File: config.mk
export PLATFORM = sky130hd
export DESIGN_NAME = mult_unit_flat
export DESIGN_NICKNAME = d
export VERILOG_FILES = /design/src/rtl/fu_pkg.sv /design/src/rtl/fu_issue_if.sv /design/src/rtl/mult_unit.sv /design/src/rtl/operand_select.sv /design/src/flat_wrapper.sv
export SDC_FILE = /design/constraint.sdc
export NUM_CORES = 2
export LEC_CHECK = 0
export BUFFER_PORTS_ARGS = -buffer_cell sky130_fd_sc_hd__buf_2
export CORE_ASPECT_RATIO = 1.25
export CORE_MARGIN = 2
export CORE_UTILIZATION = 40
export DETAILED_ROUTE_END_ITERATION = 8
export PLACE_DENSITY = 0.58
export SLEW_MARGIN = 20
export SYNTH_ARGS = -nofsm -noshare
export SYNTH_HDL_FRONTEND = slang
export SYNTH_SLANG_ARGS = --single-unit
File: constraint.sdc
create_clock -name clock -period 12.9 [get_ports clock]
set_input_delay 2.58 -clock clock [delete_from_list [all_inputs] [get_ports clock]]
set_output_delay 2.58 -clock clock [all_outputs]
set_load 0.1 [all_outputs]
File: src/rtl/fu_pkg.sv
package fu_pkg;

    // datapath widths
    localparam int XLEN   = 32;
    localparam int PRN_W  = 6;
    localparam int ROBN_W = 5;

    // unit counts
    localparam int NUM_ALU  = 2;
    localparam int NUM_MULT = 1;

    // multiplier depth, must divide the 64-bit product width
    localparam int MULT_STAGES  = 4;
    localparam int MULT_SLICE_W = (2 * XLEN) / MULT_STAGES; // multiplier bits per stage

    typedef logic [XLEN-1:0]   data_t;
    typedef logic [XLEN-1:0]   addr_t;
    typedef logic [31:0]       inst_t;
    typedef logic [PRN_W-1:0]  prn_t;
    typedef logic [ROBN_W-1:0] robn_t;

    typedef enum logic [3:0] {
        ALU_ADD  = 4'h0,
        ALU_SUB  = 4'h1,
        ALU_AND  = 4'h2,
        ALU_SLT  = 4'h3,
        ALU_SLTU = 4'h4,
        ALU_OR   = 4'h5,
        ALU_XOR  = 4'h6,
        ALU_SRL  = 4'h7,
        ALU_SLL  = 4'h8,
        ALU_SRA  = 4'h9
    } alu_func_e;

    typedef enum logic [1:0] {
        MULT_MUL    = 2'h0,
        MULT_MULH   = 2'h1,
        MULT_MULHSU = 2'h2,
        MULT_MULHU  = 2'h3
    } mult_func_e;

    typedef enum logic [1:0] {
        OPA_IS_RS1  = 2'h0,
        OPA_IS_PC   = 2'h1,
        OPA_IS_ZERO = 2'h2
    } opa_sel_e;

    typedef enum logic [2:0] {
        OPB_IS_RS2   = 3'h0,
        OPB_IS_I_IMM = 3'h1,
        OPB_IS_S_IMM = 3'h2,
        OPB_IS_B_IMM = 3'h3,
        OPB_IS_U_IMM = 3'h4,
        OPB_IS_J_IMM = 3'h5
    } opb_sel_e;

    // branch funct3 codes
    localparam logic [2:0] F3_BEQ  = 3'b000;
    localparam logic [2:0] F3_BNE  = 3'b001;
    localparam logic [2:0] F3_BLT  = 3'b100;
    localparam logic [2:0] F3_BGE  = 3'b101;
    localparam logic [2:0] F3_BLTU = 3'b110;
    localparam logic [2:0] F3_BGEU = 3'b111;

    // marker words for undefined selects and functions
    localparam data_t OPA_MARKER = 32'hdeadface;
    localparam data_t OPB_MARKER = 32'hfacefeed;
    localparam data_t ALU_MARKER = 32'hfacebeec;

endpackage

File: src/rtl/fu_issue_if.sv
`timescale 1ns/1ns

// operand group handed from the issue stage to one unit
interface fu_issue_if;

    logic             valid;
    fu_pkg::inst_t    inst;
    fu_pkg::addr_t    pc;
    fu_pkg::data_t    op1;   // rs1 value
    fu_pkg::data_t    op2;   // rs2 value
    fu_pkg::opa_sel_e opa_sel;
    fu_pkg::opb_sel_e opb_sel;

    modport issuer (
        output valid, inst, pc, op1, op2, opa_sel, opb_sel
    );

    modport unit (
        input valid, inst, pc, op1, op2, opa_sel, opb_sel
    );

endinterface

File: src/rtl/mult_unit.sv
`timescale 1ns/1ns

// pipelined multiplier, one multiplier slice per stage
module mult_unit (
    input  logic               clock,
    input  logic               rst_n,
    input  logic               clear,
    input  logic               avail,
    fu_issue_if.unit           issue,
    input  fu_pkg::mult_func_e func,
    input  fu_pkg::prn_t       dest_prn,
    input  fu_pkg::robn_t      robn,
    output logic               done,
    output fu_pkg::data_t      result,
    output fu_pkg::prn_t       done_prn,
    output fu_pkg::robn_t      done_robn
);

    localparam int S  = fu_pkg::MULT_STAGES;
    localparam int SW = fu_pkg::MULT_SLICE_W;
    localparam int W  = 2 * fu_pkg::XLEN;

    fu_pkg::data_t opa;
    fu_pkg::data_t opb;
    logic          a_signed;
    logic          b_signed;

    // stage registers
    logic               stg_valid  [S];
    logic [W-1:0]       stg_acc    [S];
    logic [W-1:0]       stg_mcand  [S];
    logic [W-1:0]       stg_mplier [S];
    fu_pkg::mult_func_e stg_func   [S];
    fu_pkg::prn_t       stg_prn    [S];
    fu_pkg::robn_t      stg_robn   [S];

    // inputs seen by each stage
    logic               in_valid   [S];
    logic [W-1:0]       in_acc     [S];
    logic [W-1:0]       in_mcand   [S];
    logic [W-1:0]       in_mplier  [S];
    fu_pkg::mult_func_e in_func    [S];
    fu_pkg::prn_t       in_prn     [S];
    fu_pkg::robn_t      in_robn    [S];

    operand_select u_opsel (
        .issue (issue),
        .opa   (opa),
        .opb   (opb)
    );

    // MUL keeps only the low word, so signedness does not matter there
    assign a_signed = (func == fu_pkg::MULT_MULH) || (func == fu_pkg::MULT_MULHSU);
    assign b_signed = (func == fu_pkg::MULT_MULH);

    always_comb begin
        in_valid[0]  = issue.valid;
        in_acc[0]    = '0;
        in_mcand[0]  = {{fu_pkg::XLEN{a_signed & opa[fu_pkg::XLEN-1]}}, opa};
        in_mplier[0] = {{fu_pkg::XLEN{b_signed & opb[fu_pkg::XLEN-1]}}, opb};
        in_func[0]   = func;
        in_prn[0]    = dest_prn;
        in_robn[0]   = robn;
        for (int k = 1; k < S; k++) begin
            in_valid[k]  = stg_valid[k-1];
            in_acc[k]    = stg_acc[k-1];
            in_mcand[k]  = stg_mcand[k-1];
            in_mplier[k] = stg_mplier[k-1];
            in_func[k]   = stg_func[k-1];
            in_prn[k]    = stg_prn[k-1];
            in_robn[k]   = stg_robn[k-1];
        end
    end

    // valids only, squash flushes everything in flight
    always_ff @(posedge clock) begin
        if (!rst_n || clear) begin
            for (int k = 0; k < S; k++) begin
                stg_valid[k] <= 1'b0;
            end
        end else if (avail) begin
            for (int k = 0; k < S; k++) begin
                stg_valid[k] <= in_valid[k];
            end
        end
    end

    always_ff @(posedge clock) begin
        if (avail) begin // whole pipe holds while writeback is busy
            for (int k = 0; k < S; k++) begin
                stg_acc[k]    <= in_acc[k] + in_mcand[k] * W'(in_mplier[k][SW-1:0]);
                stg_mcand[k]  <= in_mcand[k] << SW;  // line up with next slice
                stg_mplier[k] <= in_mplier[k] >> SW;
                stg_func[k]   <= in_func[k];
                stg_prn[k]    <= in_prn[k];
                stg_robn[k]   <= in_robn[k];
            end
        end
    end

    assign done      = stg_valid[S-1];
    assign done_prn  = stg_prn[S-1];
    assign done_robn = stg_robn[S-1];
    assign result    = (stg_func[S-1] == fu_pkg::MULT_MUL) ? stg_acc[S-1][fu_pkg::XLEN-1:0]
                                                           : stg_acc[S-1][W-1:fu_pkg::XLEN];

endmodule

File: src/rtl/operand_select.sv
`timescale 1ns/1ns

module operand_select (
    fu_issue_if.unit       issue,
    output fu_pkg::data_t  opa,
    output fu_pkg::data_t  opb
);

    fu_pkg::data_t i_imm;
    fu_pkg::data_t s_imm;
    fu_pkg::data_t b_imm;
    fu_pkg::data_t u_imm;
    fu_pkg::data_t j_imm;

    // RV32 immediate formats, all sign extended from inst[31]
    assign i_imm = {{20{issue.inst[31]}}, issue.inst[31:20]};
    assign s_imm = {{20{issue.inst[31]}}, issue.inst[31:25], issue.inst[11:7]};
    assign b_imm = {{19{issue.inst[31]}}, issue.inst[31], issue.inst[7],
                    issue.inst[30:25], issue.inst[11:8], 1'b0};
    assign u_imm = {issue.inst[31:12], 12'b0};
    assign j_imm = {{11{issue.inst[31]}}, issue.inst[31], issue.inst[19:12],
                    issue.inst[20], issue.inst[30:21], 1'b0};

    // opa mux
    always_comb begin
        case (issue.opa_sel)
            fu_pkg::OPA_IS_RS1:  opa = issue.op1;
            fu_pkg::OPA_IS_PC:   opa = issue.pc;
            fu_pkg::OPA_IS_ZERO: opa = '0;
            default:             opa = fu_pkg::OPA_MARKER; // select code 3 unused
        endcase
    end

    // opb mux
    always_comb begin
        case (issue.opb_sel)
            fu_pkg::OPB_IS_RS2:   opb = issue.op2;
            fu_pkg::OPB_IS_I_IMM: opb = i_imm;
            fu_pkg::OPB_IS_S_IMM: opb = s_imm;
            fu_pkg::OPB_IS_B_IMM: opb = b_imm;
            fu_pkg::OPB_IS_U_IMM: opb = u_imm;
            fu_pkg::OPB_IS_J_IMM: opb = j_imm;
            default:              opb = fu_pkg::OPB_MARKER;
        endcase
    end

endmodule

File: src/flat_wrapper.sv
// flat-port wrapper written by rule: the top's interface ports become plain ports
module mult_unit_flat 
  (clock, rst_n, clear, avail, func, dest_prn, robn, done, result, done_prn, done_robn, issue_valid, issue_inst, issue_pc, issue_op1, issue_op2, issue_opa_sel, issue_opb_sel);
  fu_issue_if issue_i ();
  input  logic clock;
  input  logic rst_n;
  input  logic clear;
  input  logic avail;
  input  fu_pkg::mult_func_e func;
  input  fu_pkg::prn_t dest_prn;
  input  fu_pkg::robn_t robn;
  output logic done;
  output fu_pkg::data_t result;
  output fu_pkg::prn_t done_prn;
  output fu_pkg::robn_t done_robn;
  input wire logic [$bits(issue_i.valid)-1:0] issue_valid;
  input wire logic [$bits(issue_i.inst)-1:0] issue_inst;
  input wire logic [$bits(issue_i.pc)-1:0] issue_pc;
  input wire logic [$bits(issue_i.op1)-1:0] issue_op1;
  input wire logic [$bits(issue_i.op2)-1:0] issue_op2;
  input wire logic [$bits(issue_i.opa_sel)-1:0] issue_opa_sel;
  input wire logic [$bits(issue_i.opb_sel)-1:0] issue_opb_sel;
  assign issue_i.valid = issue_valid;
  assign issue_i.inst = issue_inst;
  assign issue_i.pc = issue_pc;
  assign issue_i.op1 = issue_op1;
  assign issue_i.op2 = issue_op2;
  assign issue_i.opa_sel = issue_opa_sel;
  assign issue_i.opb_sel = issue_opb_sel;
  mult_unit u_core (.clock(clock), .rst_n(rst_n), .clear(clear), .avail(avail), .issue(issue_i), .func(func), .dest_prn(dest_prn), .robn(robn), .done(done), .result(result), .done_prn(done_prn), .done_robn(done_robn));
endmodule
==> impl_metrics.json <==
{
  "synth_nets": 7744,
  "grt_pass1_vias": 44700,
  "rsz0062_at_grt": "false",
  "crit_family": "compound AO/OA/AOI/OAI gates",
  "max_freq_mhz": 93.6,
  "finalCriticalPeriod_ns": 10.69,
  "slowest_stage": "o22a_2",
  "synthArstFlopShare_pct": 0,
  "place_hpwl_mm": 136,
  "worst_pin_slew_ns": 1.12,
  "r2r-end": "u_core.stg_acc[1][63]$_DFFE_PP_",
  "ys_seq_elements": 398,
  "cts_tree": "built",
  "netlist_area_um2": 60800,
  "grt_pass1_wl_mm": 261,
  "io_buffers": 187,
  "final_nets": 7861,
  "drive_gt1_share_pct": 7.03,
  "cts_resized": 0,
  "end_kind": "register",
  "regToRegStartpoint": "u_core.stg_mcand[0][15]$_DFFE_PP_",
  "numClockSinks": 398,
  "r2r.worst_path.cells": 21,
  "gp_congestion": 0.951,
  "cap_violations": 0,
  "final_cell_mix": "1617 x inv_1, 1345 x fa_1, 777 x nand2_1, 398 x edfxtp_1, 312 x ha_1",
  "postRouteAntennaNets": 0,
  "numCtsBuffers": 44,
  "holdWs_ns": 0.416,
  "dr.first_iter.drc_count": 2369,
  "cp-start-kind": "primary input",
  "grt_use_total_pct": 22.1,
  "syn_inst": 5936,
  "slew_headroom_pct": 25.3,
  "dieHeight_um": 440,
  "skew_ns": 0.0369,
  "finalHoldViolCount": 0,
  "synth_edf_count": 398,
  "ios": 195,
  "hold_path_class": "register to register",
  "floorplan.initialDensity_pct": 40.1,
  "ys_types": 82,
  "cts-root-buf": "clkbuf_16",
  "mostFrequentLayoutCell": "inv_1",
  "finalSetupViolCount": 0,
  "antenna_found_initial": 6,
  "synth_ff_type": "edfxtp_1",
  "fill_cells": 14600,
  "dieArea_um2": 155000,
  "crit_top_cell": "fa_1",
  "clk_latency_ns": 0.62,
  "instances_no_fill": 8115,
  "min_from": "u_core.stg_acc[1][2]$_DFFE_PP_",
  "num_rows": 160,
  "ff2ff_setup_slack_ns": 5.11,
  "coreArea_um2": 152000,
  "first_pass_iters": 5,
  "avgViaCountPerCell": 4.94,
  "post_cts_buffers": 0,
  "dp.cells": 8031,
  "whs_endpoint": "u_core.stg_acc[2][2]$_DFFE_PP_",
  "critPathRequiredTime_ns": 13.24,
  "timing_worst_setup_path_type": "primary input to register",
  "worstPathArrival_ns": 11.03,
  "die_w_um": 353,
  "htreeDepth": 2,
  "gr-total-overflow": 0,
  "clkTransAtPathRegs_ns": 0.06,
  "vias": 40100,
  "critPathMaxFanout": 30,
  "hold_depth": 0,
  "outcome": "finished, final reports clean",
  "route.detailed.drc": 0,
  "max_stage_delay_ns": 0.74,
  "syn_avg_cell_area_um2": 10.2,
  "clockBufferDepth": 3,
  "grt_max_degree": 122,
  "ys_warn_count": 0,
  "slew_violations": 0,
  "finalCritPeriodShare_pct": 82.8,
  "wirelength_mm": 166,
  "finalSetupTns_ns": 0,
  "critical_path_buf_inv_count": 5,
  "wire_per_inst_um": 20.5,
  "seq_area_frac_synth_pct": 19.7,
  "synthToLayoutAreaGrowth_pct": 8.21,
  "cts.hold.buffers_added": 0
}
## Yosys cell counts, types with 7 or more instances
library cell	number	share of area [%]
o21bai_1	20	0.25
edfxtp_1	398	20
nand2b_1	23	0.24
xnor2_1	131	1.9
nand4_1	15	0.15
mux2i_1	23	0.38
o22a_1	7	0.10
o21ai_0	55	0.45
nor2b_1	17	0.17
and3_1	13	0.13
clkbuf_1	191	1.2
a21o_1	57	0.70
nand3_1	20	0.16
a211oi_1	7	0.086
xor2_1	43	0.62
clkinv_1	9	0.056
nor2_1	266	1.6
or2_2	15	0.15
fa_1	1345	44
a21oi_1	134	1.1
nand2_1	777	4.8
o31ai_1	7	0.086
mux2_2	33	0.61
ha_1	312	6.4
o21a_1	51	0.63
inv_1	1617	10
nor3_1	21	0.17
a31oi_1	10	0.10
and2_1	191	2.0
buf_1	9	0.056
## per-layer routing
| layer | share of wire (%) | track usage (%) | vias up |
|---|---|---|---|
| met4 | 5.3 | 10.1 | 0 |
| met2 | 51 | 40.1 | 1150 |
| li1 | - | - | 17800 |
| met1 | 39 | 26.4 | 20800 |
| met5 | 0 | 0 | - |
| met3 | 4.7 | 2.44 | 293 |
## worst reg2reg max path, delay by kind of cell (launching register included)
family	cells	cell delay (ns)
compound gates	4	1.87
buf+inv	4	0.26
flops	1	1.09
fa+ha+maj	7	3.39
simple gates	6	0.91
## state kept, by name, summed over array words and instances (netlist names)
signal             flops
u_core.stg_prn        24
u_core.stg_mcand      81
u_core.stg_valid       4
u_core.stg_func        8
u_core.stg_mplier     19
u_core.stg_acc       242
u_core.stg_robn       20
## metrics by stage
stage	utilization (%)	cell area, um^2	setup slack [ns]
global placement	42.4	64300	1.19
detailed placement	42.4	64300	1.54
floorplan	-	60800	2.91
global route	43.4	65800	1.84
finish	43.4	65800	2.21
CTS	43.4	65800	2.17
## layout make-up
| cell class | instances | area, um^2 | share of cell area (%) |
|---|---|---|---|
| clock inverters | 30 | 343 | 0.521 |
| repair buffers | 272 | 1620 | 2.45 |
| clock buffers | 51 | 1130 | 1.71 |
| inverters | 1626 | 6100 | 9.28 |
| diodes | 2 | 5.00 | 0.00761 |
| well taps | 2025 | 2530 | 3.85 |
| multi-input cells | 3711 | 42100 | 64.0 |
| flip-flops and latches | 398 | 12000 | 18.2 |
## logic make-up (layout without fill, tap and decap cells)
logic type / after synthesis / in the layout / synth area share (%)
XOR/XNOR: 174 / 174 / 2.51
multiplexers: 56 / 56 / 0.990
AO/OA/AOI/OAI: 439 / 439 / 4.92
adder cells (fa/ha/maj): 1657 / 1657 / 50.7
other: 0 / 2 / 0
AND/OR/NAND/NOR: 1385 / 1385 / 9.95
buffers and inverters: 1827 / 1979 / 11.3
flip-flops: 398 / 398 / 19.7
## worst max path at each step
stage,start,endpoint,slack [ns],cells after the start
2_1_floorplan,issue_opb_sel[1],u_core.stg_acc[0][62]$_DFFE_PP_,2.91,28
3_3_place_gp,issue_opb_sel[1],u_core.stg_acc[0][62]$_DFFE_PP_,1.19,25
3_5_place_dp,issue_opa_sel[0],u_core.stg_acc[0][38]$_DFFE_PP_,1.54,26
4_1_cts,issue_opa_sel[0],u_core.stg_acc[0][38]$_DFFE_PP_,2.17,26
5_1_grt,issue_opa_sel[0],u_core.stg_acc[0][38]$_DFFE_PP_,1.84,26
6_report,issue_opb_sel[1],u_core.stg_acc[0][62]$_DFFE_PP_,2.21,27
Power is not shown: default switching activity piles up to over one toggle a cycle in this logic, so the estimate is an artifact.
