`src/rtl/fu_pkg.sv`:
```
package fu_pkg;

    // datapath widths
    localparam int XLEN   = 32;
    localparam int PRN_W  = 6;
    localparam int ROBN_W = 5;

    // unit counts
    localparam int NUM_ALU  = 2;
    localparam int NUM_MULT = 1;

    // multiplier depth, must divide the 64-bit product width
    localparam int MULT_STAGES  = 4;
    localparam int MULT_SLICE_W = (2 * XLEN) / MULT_STAGES; // multiplier bits per stage

    typedef logic [XLEN-1:0]   data_t;
    typedef logic [XLEN-1:0]   addr_t;
    typedef logic [31:0]       inst_t;
    typedef logic [PRN_W-1:0]  prn_t;
    typedef logic [ROBN_W-1:0] robn_t;

    typedef enum logic [3:0] {
        ALU_ADD  = 4'h0,
        ALU_SUB  = 4'h1,
        ALU_AND  = 4'h2,
        ALU_SLT  = 4'h3,
        ALU_SLTU = 4'h4,
        ALU_OR   = 4'h5,
        ALU_XOR  = 4'h6,
        ALU_SRL  = 4'h7,
        ALU_SLL  = 4'h8,
        ALU_SRA  = 4'h9
    } alu_func_e;

    typedef enum logic [1:0] {
        MULT_MUL    = 2'h0,
        MULT_MULH   = 2'h1,
        MULT_MULHSU = 2'h2,
        MULT_MULHU  = 2'h3
    } mult_func_e;

    typedef enum logic [1:0] {
        OPA_IS_RS1  = 2'h0,
        OPA_IS_PC   = 2'h1,
        OPA_IS_ZERO = 2'h2
    } opa_sel_e;

    typedef enum logic [2:0] {
        OPB_IS_RS2   = 3'h0,
        OPB_IS_I_IMM = 3'h1,
        OPB_IS_S_IMM = 3'h2,
        OPB_IS_B_IMM = 3'h3,
        OPB_IS_U_IMM = 3'h4,
        OPB_IS_J_IMM = 3'h5
    } opb_sel_e;

    // branch funct3 codes
    localparam logic [2:0] F3_BEQ  = 3'b000;
    localparam logic [2:0] F3_BNE  = 3'b001;
    localparam logic [2:0] F3_BLT  = 3'b100;
    localparam logic [2:0] F3_BGE  = 3'b101;
    localparam logic [2:0] F3_BLTU = 3'b110;
    localparam logic [2:0] F3_BGEU = 3'b111;

    // marker words for undefined selects and functions
    localparam data_t OPA_MARKER = 32'hdeadface;
    localparam data_t OPB_MARKER = 32'hfacefeed;
    localparam data_t ALU_MARKER = 32'hfacebeec;

endpackage

```
`src/rtl/fu_issue_if.sv`:
```
`timescale 1ns/1ns

// operand group handed from the issue stage to one unit
interface fu_issue_if;

    logic             valid;
    fu_pkg::inst_t    inst;
    fu_pkg::addr_t    pc;
    fu_pkg::data_t    op1;   // rs1 value
    fu_pkg::data_t    op2;   // rs2 value
    fu_pkg::opa_sel_e opa_sel;
    fu_pkg::opb_sel_e opb_sel;

    modport issuer (
        output valid, inst, pc, op1, op2, opa_sel, opb_sel
    );

    modport unit (
        input valid, inst, pc, op1, op2, opa_sel, opb_sel
    );

endinterface

```
`src/rtl/alu_unit.sv`:
```
`timescale 1ns/1ns

// one ALU unit: operand mux, ALU and branch condition
module alu_unit (
    fu_issue_if.unit           issue,
    input  fu_pkg::alu_func_e  func,
    input  logic               cond_branch,
    input  logic               uncond_branch,
    output fu_pkg::data_t      result,
    output logic               take_branch
);

    fu_pkg::data_t                  opa;
    fu_pkg::data_t                  opb;
    logic signed [fu_pkg::XLEN-1:0] rs1_s;
    logic signed [fu_pkg::XLEN-1:0] rs2_s;
    logic        [2:0]              funct3;
    logic                           cond_true;

    operand_select u_opsel (
        .issue (issue),
        .opa   (opa),
        .opb   (opb)
    );

    int_alu u_alu (
        .opa    (opa),
        .opb    (opb),
        .func   (func),
        .result (result) // also the branch target
    );

    // compare works on raw register values, not the muxed operands
    assign rs1_s  = issue.op1;
    assign rs2_s  = issue.op2;
    assign funct3 = issue.inst[14:12];

    always_comb begin
        case (funct3)
            fu_pkg::F3_BEQ:  cond_true = (rs1_s == rs2_s);
            fu_pkg::F3_BNE:  cond_true = (rs1_s != rs2_s);
            fu_pkg::F3_BLT:  cond_true = (rs1_s <  rs2_s);
            fu_pkg::F3_BGE:  cond_true = (rs1_s >= rs2_s);
            fu_pkg::F3_BLTU: cond_true = (issue.op1 <  issue.op2);
            fu_pkg::F3_BGEU: cond_true = (issue.op1 >= issue.op2);
            default:         cond_true = 1'b0; // 010 and 011 are not branches
        endcase
    end

    // jumps always redirect
    assign take_branch = uncond_branch || (cond_branch && cond_true);

endmodule

```
`src/rtl/int_alu.sv`:
```
`timescale 1ns/1ns

// single-cycle integer ALU, purely combinational
module int_alu (
    input  fu_pkg::data_t     opa,
    input  fu_pkg::data_t     opb,
    input  fu_pkg::alu_func_e func,
    output fu_pkg::data_t     result
);

    logic signed [fu_pkg::XLEN-1:0] opa_s;
    logic signed [fu_pkg::XLEN-1:0] opb_s;
    logic        [4:0]              shamt;

    assign opa_s = opa;
    assign opb_s = opb;
    assign shamt = opb[4:0]; // RV32 shifts use the low 5 bits only

    always_comb begin
        case (func)
            fu_pkg::ALU_ADD:  result = opa + opb;
            fu_pkg::ALU_SUB:  result = opa - opb;
            fu_pkg::ALU_AND:  result = opa & opb;
            fu_pkg::ALU_OR:   result = opa | opb;
            fu_pkg::ALU_XOR:  result = opa ^ opb;
            fu_pkg::ALU_SLT:  result = fu_pkg::data_t'(opa_s < opb_s);
            fu_pkg::ALU_SLTU: result = fu_pkg::data_t'(opa < opb);
            fu_pkg::ALU_SRL:  result = opa >> shamt;
            fu_pkg::ALU_SLL:  result = opa << shamt;
            fu_pkg::ALU_SRA:  result = fu_pkg::data_t'(opa_s >>> shamt); // sign fill
            default:          result = fu_pkg::ALU_MARKER;
        endcase
    end

endmodule

```
`src/rtl/operand_select.sv`:
```
`timescale 1ns/1ns

module operand_select (
    fu_issue_if.unit       issue,
    output fu_pkg::data_t  opa,
    output fu_pkg::data_t  opb
);

    fu_pkg::data_t i_imm;
    fu_pkg::data_t s_imm;
    fu_pkg::data_t b_imm;
    fu_pkg::data_t u_imm;
    fu_pkg::data_t j_imm;

    // RV32 immediate formats, all sign extended from inst[31]
    assign i_imm = {{20{issue.inst[31]}}, issue.inst[31:20]};
    assign s_imm = {{20{issue.inst[31]}}, issue.inst[31:25], issue.inst[11:7]};
    assign b_imm = {{19{issue.inst[31]}}, issue.inst[31], issue.inst[7],
                    issue.inst[30:25], issue.inst[11:8], 1'b0};
    assign u_imm = {issue.inst[31:12], 12'b0};
    assign j_imm = {{11{issue.inst[31]}}, issue.inst[31], issue.inst[19:12],
                    issue.inst[20], issue.inst[30:21], 1'b0};

    // opa mux
    always_comb begin
        case (issue.opa_sel)
            fu_pkg::OPA_IS_RS1:  opa = issue.op1;
            fu_pkg::OPA_IS_PC:   opa = issue.pc;
            fu_pkg::OPA_IS_ZERO: opa = '0;
            default:             opa = fu_pkg::OPA_MARKER; // select code 3 unused
        endcase
    end

    // opb mux
    always_comb begin
        case (issue.opb_sel)
            fu_pkg::OPB_IS_RS2:   opb = issue.op2;
            fu_pkg::OPB_IS_I_IMM: opb = i_imm;
            fu_pkg::OPB_IS_S_IMM: opb = s_imm;
            fu_pkg::OPB_IS_B_IMM: opb = b_imm;
            fu_pkg::OPB_IS_U_IMM: opb = u_imm;
            fu_pkg::OPB_IS_J_IMM: opb = j_imm;
            default:              opb = fu_pkg::OPB_MARKER;
        endcase
    end

endmodule

```
`src/flat_wrapper.sv`:
```
// flat-port wrapper written by rule: the top's interface ports become plain ports
module alu_unit_flat 
  (func, cond_branch, uncond_branch, result, take_branch, issue_valid, issue_inst, issue_pc, issue_op1, issue_op2, issue_opa_sel, issue_opb_sel);
  fu_issue_if issue_i ();
  input  fu_pkg::alu_func_e func;
  input  logic cond_branch;
  input  logic uncond_branch;
  output fu_pkg::data_t result;
  output logic take_branch;
  input wire logic [$bits(issue_i.valid)-1:0] issue_valid;
  input wire logic [$bits(issue_i.inst)-1:0] issue_inst;
  input wire logic [$bits(issue_i.pc)-1:0] issue_pc;
  input wire logic [$bits(issue_i.op1)-1:0] issue_op1;
  input wire logic [$bits(issue_i.op2)-1:0] issue_op2;
  input wire logic [$bits(issue_i.opa_sel)-1:0] issue_opa_sel;
  input wire logic [$bits(issue_i.opb_sel)-1:0] issue_opb_sel;
  assign issue_i.valid = issue_valid;
  assign issue_i.inst = issue_inst;
  assign issue_i.pc = issue_pc;
  assign issue_i.op1 = issue_op1;
  assign issue_i.op2 = issue_op2;
  assign issue_i.opa_sel = issue_opa_sel;
  assign issue_i.opb_sel = issue_opb_sel;
  alu_unit u_core (.issue(issue_i), .func(func), .cond_branch(cond_branch), .uncond_branch(uncond_branch), .result(result), .take_branch(take_branch));
endmodule
```
`config.mk`:
```
export PLATFORM = sky130hd
export DESIGN_NAME = alu_unit_flat
export DESIGN_NICKNAME = d
export VERILOG_FILES = /design/src/rtl/fu_pkg.sv /design/src/rtl/fu_issue_if.sv /design/src/rtl/alu_unit.sv /design/src/rtl/int_alu.sv /design/src/rtl/operand_select.sv /design/src/flat_wrapper.sv
export SDC_FILE = /design/constraint.sdc
export NUM_CORES = 1
export LEC_CHECK = 0
export BUFFER_PORTS_ARGS = -buffer_cell sky130_fd_sc_hd__clkbuf_2
export CAP_MARGIN = 20
export CELL_PAD_IN_SITES_DETAIL_PLACEMENT = 0
export CELL_PAD_IN_SITES_GLOBAL_PLACEMENT = 1
export CORE_MARGIN = 2
export CORE_UTILIZATION = 43
export DETAILED_ROUTE_END_ITERATION = 10
export GPL_TIMING_DRIVEN = 0
export PLACE_DENSITY_LB_ADDON = 0.1
export SLEW_MARGIN = 30
export SYNTH_ARGS = -nofsm -noshare
export SYNTH_HDL_FRONTEND = slang
export SYNTH_SLANG_ARGS = --single-unit
```
`constraint.sdc`:
```
create_clock -name vclk -period 5.4
set_clock_uncertainty 0.1 [all_clocks]
set_input_delay 0.54 -clock vclk [all_inputs]
set_output_delay 0.54 -clock vclk [all_outputs]
set_load 0.005 [all_outputs]
```
==> impl_metrics.prom <==
# TYPE chip_impl_metric gauge
chip_impl_info{name="run_status",value="finished with violations"} 1
chip_impl_info{name="violations",value="setup timing"} 1
chip_impl_info{name="startpoint_type",value="primary input"} 1
chip_impl_metric{name="dr_total_vias",unit=""} 16000
chip_impl_metric{name="compound_gate_fraction_of_synth_area",unit="%"} 44.4
chip_impl_metric{name="routed_met2_length",unit="mm"} 26.6
chip_impl_metric{name="drtAntennaViolNets",unit=""} 0
chip_impl_metric{name="fmax",unit="MHz"} 185
chip_impl_metric{name="yosys.area_share.simple",unit="%"} 21.0
chip_impl_metric{name="worst-slew-pin-transition",unit="ns"} 1.08
chip_impl_info{name="synth.most_common_cell",value="sky130_fd_sc_hd__a21oi_1"} 1
chip_impl_metric{name="proportion_of_synthesized_area_in_mux_cells",unit="%"} 8.85
chip_impl_metric{name="post_syn_area_per_cell",unit="µm²"} 6.59
chip_impl_metric{name="final-hold-violation-count",unit=""} 0
chip_impl_metric{name="dp_hpwl",unit="mm"} 56.0
chip_impl_metric{name="die_h",unit="µm"} 167
chip_impl_metric{name="gr_usage_total",unit="%"} 45.9
chip_impl_metric{name="route.detailed.drc",unit=""} 0
chip_impl_metric{name="placement_rows",unit=""} 59
chip_impl_metric{name="routed_length_on_met1",unit="mm"} 26.1
chip_impl_metric{name="layout.area.seq",unit="µm²"} 0
chip_impl_metric{name="start_util",unit="%"} 43.9
chip_impl_metric{name="worst_slew_margin_rel",unit="%"} 27.2
chip_impl_metric{name="vias_per_cell",unit=""} 7.15
chip_impl_metric{name="grt-ovfl-total",unit=""} 0
chip_impl_metric{name="die_width",unit="µm"} 167
chip_impl_info{name="critical_path_class",value="primary input to primary output"} 1
chip_impl_metric{name="synth_adder_area_share",unit="%"} 14.6
chip_impl_metric{name="port_buffers",unit=""} 163
chip_impl_info{name="holdCritPathClass",value="primary input to primary output"} 1
chip_impl_metric{name="required",unit="ns"} 4.76
chip_impl_metric{name="ir_worst_vdd",unit="mV"} 0.0823
chip_impl_metric{name="final_max_slew_viol_count",unit=""} 0
chip_impl_metric{name="maxCapViolCount",unit=""} 0
chip_impl_info{name="critical_path.startpoint",value="issue_opa_sel[1]"} 1
chip_impl_metric{name="yosysSeqAreaShare",unit="%"} 0
chip_impl_metric{name="number_of_global_route_vias_before_repair",unit=""} 14500
chip_impl_metric{name="clock_buffer_count",unit=""} 0
chip_impl_metric{name="hold_ws",unit="ns"} 1.24
chip_impl_metric{name="fin_setup_tns",unit="ns"} -0.00205
chip_impl_metric{name="post_cts_hold_buffer_count",unit=""} 0
chip_impl_metric{name="route.met3.wl",unit="mm"} 10.1
chip_impl_metric{name="ys_warn_count",unit=""} 0
chip_impl_info{name="grt_setup_unrepaired",value="true"} 1
chip_impl_metric{name="number_of_instances_in_the_synthesized_netlist",unit=""} 1735
chip_impl_metric{name="1st_iter_drt_viols",unit=""} 2456
chip_impl_metric{name="layout.cell_area.non_filler",unit="µm²"} 13000
chip_impl_metric{name="path_max_fanout",unit=""} 10
chip_impl_info{name="endpoint_kind",value="primary output"} 1
chip_impl_metric{name="multiInputGateArea",unit="µm²"} 10500
chip_impl_metric{name="grt_antenna_before_repair",unit=""} 1
chip_impl_metric{name="finalCriticalPeriod",unit="ns"} 5.40
chip_impl_metric{name="syn_to_final_growth",unit="%"} 14.0
chip_impl_metric{name="placed_cell_area",unit="µm²"} 12700
chip_impl_info{name="leading_cell_types_by_count_after_synthesis",value="sky130_fd_sc_hd__a21oi_1, sky130_fd_sc_hd__nor2_1, sky130_fd_sc_hd__ha_1, sky130_fd_sc_hd__inv_1, sky130_fd_sc_hd__o21ai_0"} 1
chip_impl_metric{name="n_antenna_cell",unit=""} 0
chip_impl_metric{name="layout.nets",unit=""} 2171
chip_impl_metric{name="fillCellCount",unit=""} 2777
chip_impl_metric{name="synthDistinctLibCells",unit=""} 98
chip_impl_info{name="yosys.area.top_type",value="sky130_fd_sc_hd__ha_1"} 1
chip_impl_metric{name="finalWorstSetupSlack",unit="ns"} -0.00205
chip_impl_metric{name="power.leakage",unit="nW"} 5.84
chip_impl_metric{name="core_region_area",unit="µm²"} 26100
chip_impl_metric{name="io_pins",unit=""} 173
chip_impl_info{name="routed.top_layer",value="met4"} 1
chip_impl_metric{name="grt_start_max_net_pins",unit=""} 29
chip_impl_metric{name="cp.arrival",unit="ns"} 4.76
chip_impl_metric{name="die_footprint",unit="µm²"} 27900
chip_impl_metric{name="globalplace.congestion",unit=""} 1.17
chip_impl_metric{name="routed_wl",unit="mm"} 67.9
chip_impl_metric{name="numSequentialCells",unit=""} 0
chip_impl_metric{name="finish_stage_setup_viols",unit=""} 1
chip_impl_metric{name="detail_route.first_pass.iterations",unit=""} 6
chip_impl_metric{name="drive_above_1_share",unit="%"} 19.2
chip_impl_info{name="endpoint",value="result[31]"} 1
chip_impl_metric{name="synthXorXnorAreaFrac",unit="%"} 0.766
chip_impl_info{name="netlist_top_cells_area",value="sky130_fd_sc_hd__ha_1, sky130_fd_sc_hd__a21oi_1, sky130_fd_sc_hd__mux2i_1"} 1
chip_impl_metric{name="syn_nets",unit=""} 2007
chip_impl_info{name="largest_family_of_logic_cells_by_synthesized_area",value="compound AO/OA/AOI/OAI gates"} 1
chip_impl_metric{name="routedWlPerCell",unit="µm"} 30.4
chip_impl_metric{name="synth.cell_area",unit="µm²"} 11400
chip_impl_metric{name="power_density",unit="nW/µm²"} 157
chip_impl_metric{name="grt_pass1_wl",unit="mm"} 96.5
chip_impl_metric{name="layout_worst_path_cycle_share",unit="%"} 100
chip_impl_metric{name="synth_top_area_share",unit="%"} 14.2
[per-stage QoR]
stage | worst slack [ns] | total power, mW | std cells | utilization, %
3_3_place_gp | -1.49 | 1.87 | 2233 | 48.6
2_1_floorplan | 0.465 | 1.19 | 1735 | -
5_1_grt | -0.0559 | 2.12 | 2232 | 50.0
3_5_place_dp | -1.48 | 1.87 | 2234 | 48.8
4_1_cts | 0.00724 | 1.90 | 2233 | 49.3
6_report | -0.00205 | 2.05 | 2232 | 50.0
[cell type report]
cell class,count,share of cell area (%)
repair buffers,174,6.99
plain buffers,123,5.43
well taps,335,3.22
multi-input cells,1469,80.6
inverters,131,3.79
[placed cells by master, fill, tap and decap left out, types with 33 or more instances in the layout]
cell                       synthesis  routed
sky130_fd_sc_hd__a21oi_1         201     194
sky130_fd_sc_hd__clkbuf_2          1     170
sky130_fd_sc_hd__nor2_1          146     140
sky130_fd_sc_hd__ha_1            130     126
sky130_fd_sc_hd__inv_1           122     122
sky130_fd_sc_hd__o21ai_0         114     113
sky130_fd_sc_hd__nand2_1          99      99
sky130_fd_sc_hd__nor3_1           80      77
sky130_fd_sc_hd__mux2i_1          69      68
sky130_fd_sc_hd__clkbuf_1         61      51
sky130_fd_sc_hd__o21a_1           47      46
sky130_fd_sc_hd__o211ai_1         45      45
sky130_fd_sc_hd__a21o_1           43      43
sky130_fd_sc_hd__a211oi_1         39      39
sky130_fd_sc_hd__buf_2            43      35
sky130_fd_sc_hd__nand3_1          33      33
[logic make-up after synthesis]
| family | after synthesis |
|---|---|
| xor gates and xnor gates | 10 |
| adders and majority gates | 132 |
| muxes | 90 |
| and+or+nand+nor | 487 |
| buffers and inverters | 266 |
| AOI/OAI and AO/OA | 750 |
[critical path, cell delays in order]
cell	delay, ns
sky130_fd_sc_hd__clkbuf_2	0.13
sky130_fd_sc_hd__nor2_1	0.25
sky130_fd_sc_hd__buf_2	0.29
sky130_fd_sc_hd__a21o_1	0.36
sky130_fd_sc_hd__clkinv_1	0.29
sky130_fd_sc_hd__nor3_1	0.86
sky130_fd_sc_hd__nor3_1	0.13
sky130_fd_sc_hd__a21oi_1	0.29
sky130_fd_sc_hd__a211oi_1	0.18
sky130_fd_sc_hd__nor3_1	0.83
sky130_fd_sc_hd__nor2_1	0.09
sky130_fd_sc_hd__a41oi_1	0.34
sky130_fd_sc_hd__clkbuf_2	0.17
[routing by layer]
layer | global-route usage [%] | vias to the layer above
li1 | - | 6839
met1 | 61.0 | 7426
met2 | 66.6 | 1437
met3 | 13.5 | 261
met4 | 24.8 | 0
met5 | 0 | -
[how the worst min path moves through the flow]
| stage | end | depth (start not counted) | startpoint |
|---|---|---|---|
| floorplan | take_branch | 1 | uncond_branch |
| global placement | take_branch | 3 | uncond_branch |
| detailed placement | take_branch | 3 | uncond_branch |
| CTS | take_branch | 3 | uncond_branch |
| global route | take_branch | 3 | uncond_branch |
| finish | take_branch | 3 | uncond_branch |
[what timing repair did]
item,CTS,global route
setup buffers,8,2
resized for setup,34,46
pin swaps,7,7
setup endpoints to repair,29,13
[power breakdown]
part           switching, mW  internal [mW]  leakage, nW
Sequential                 0              0            0
Combinational           1.37          0.680         5.84
Clock                      0              0            0
(Power assumes the default switching activity.)
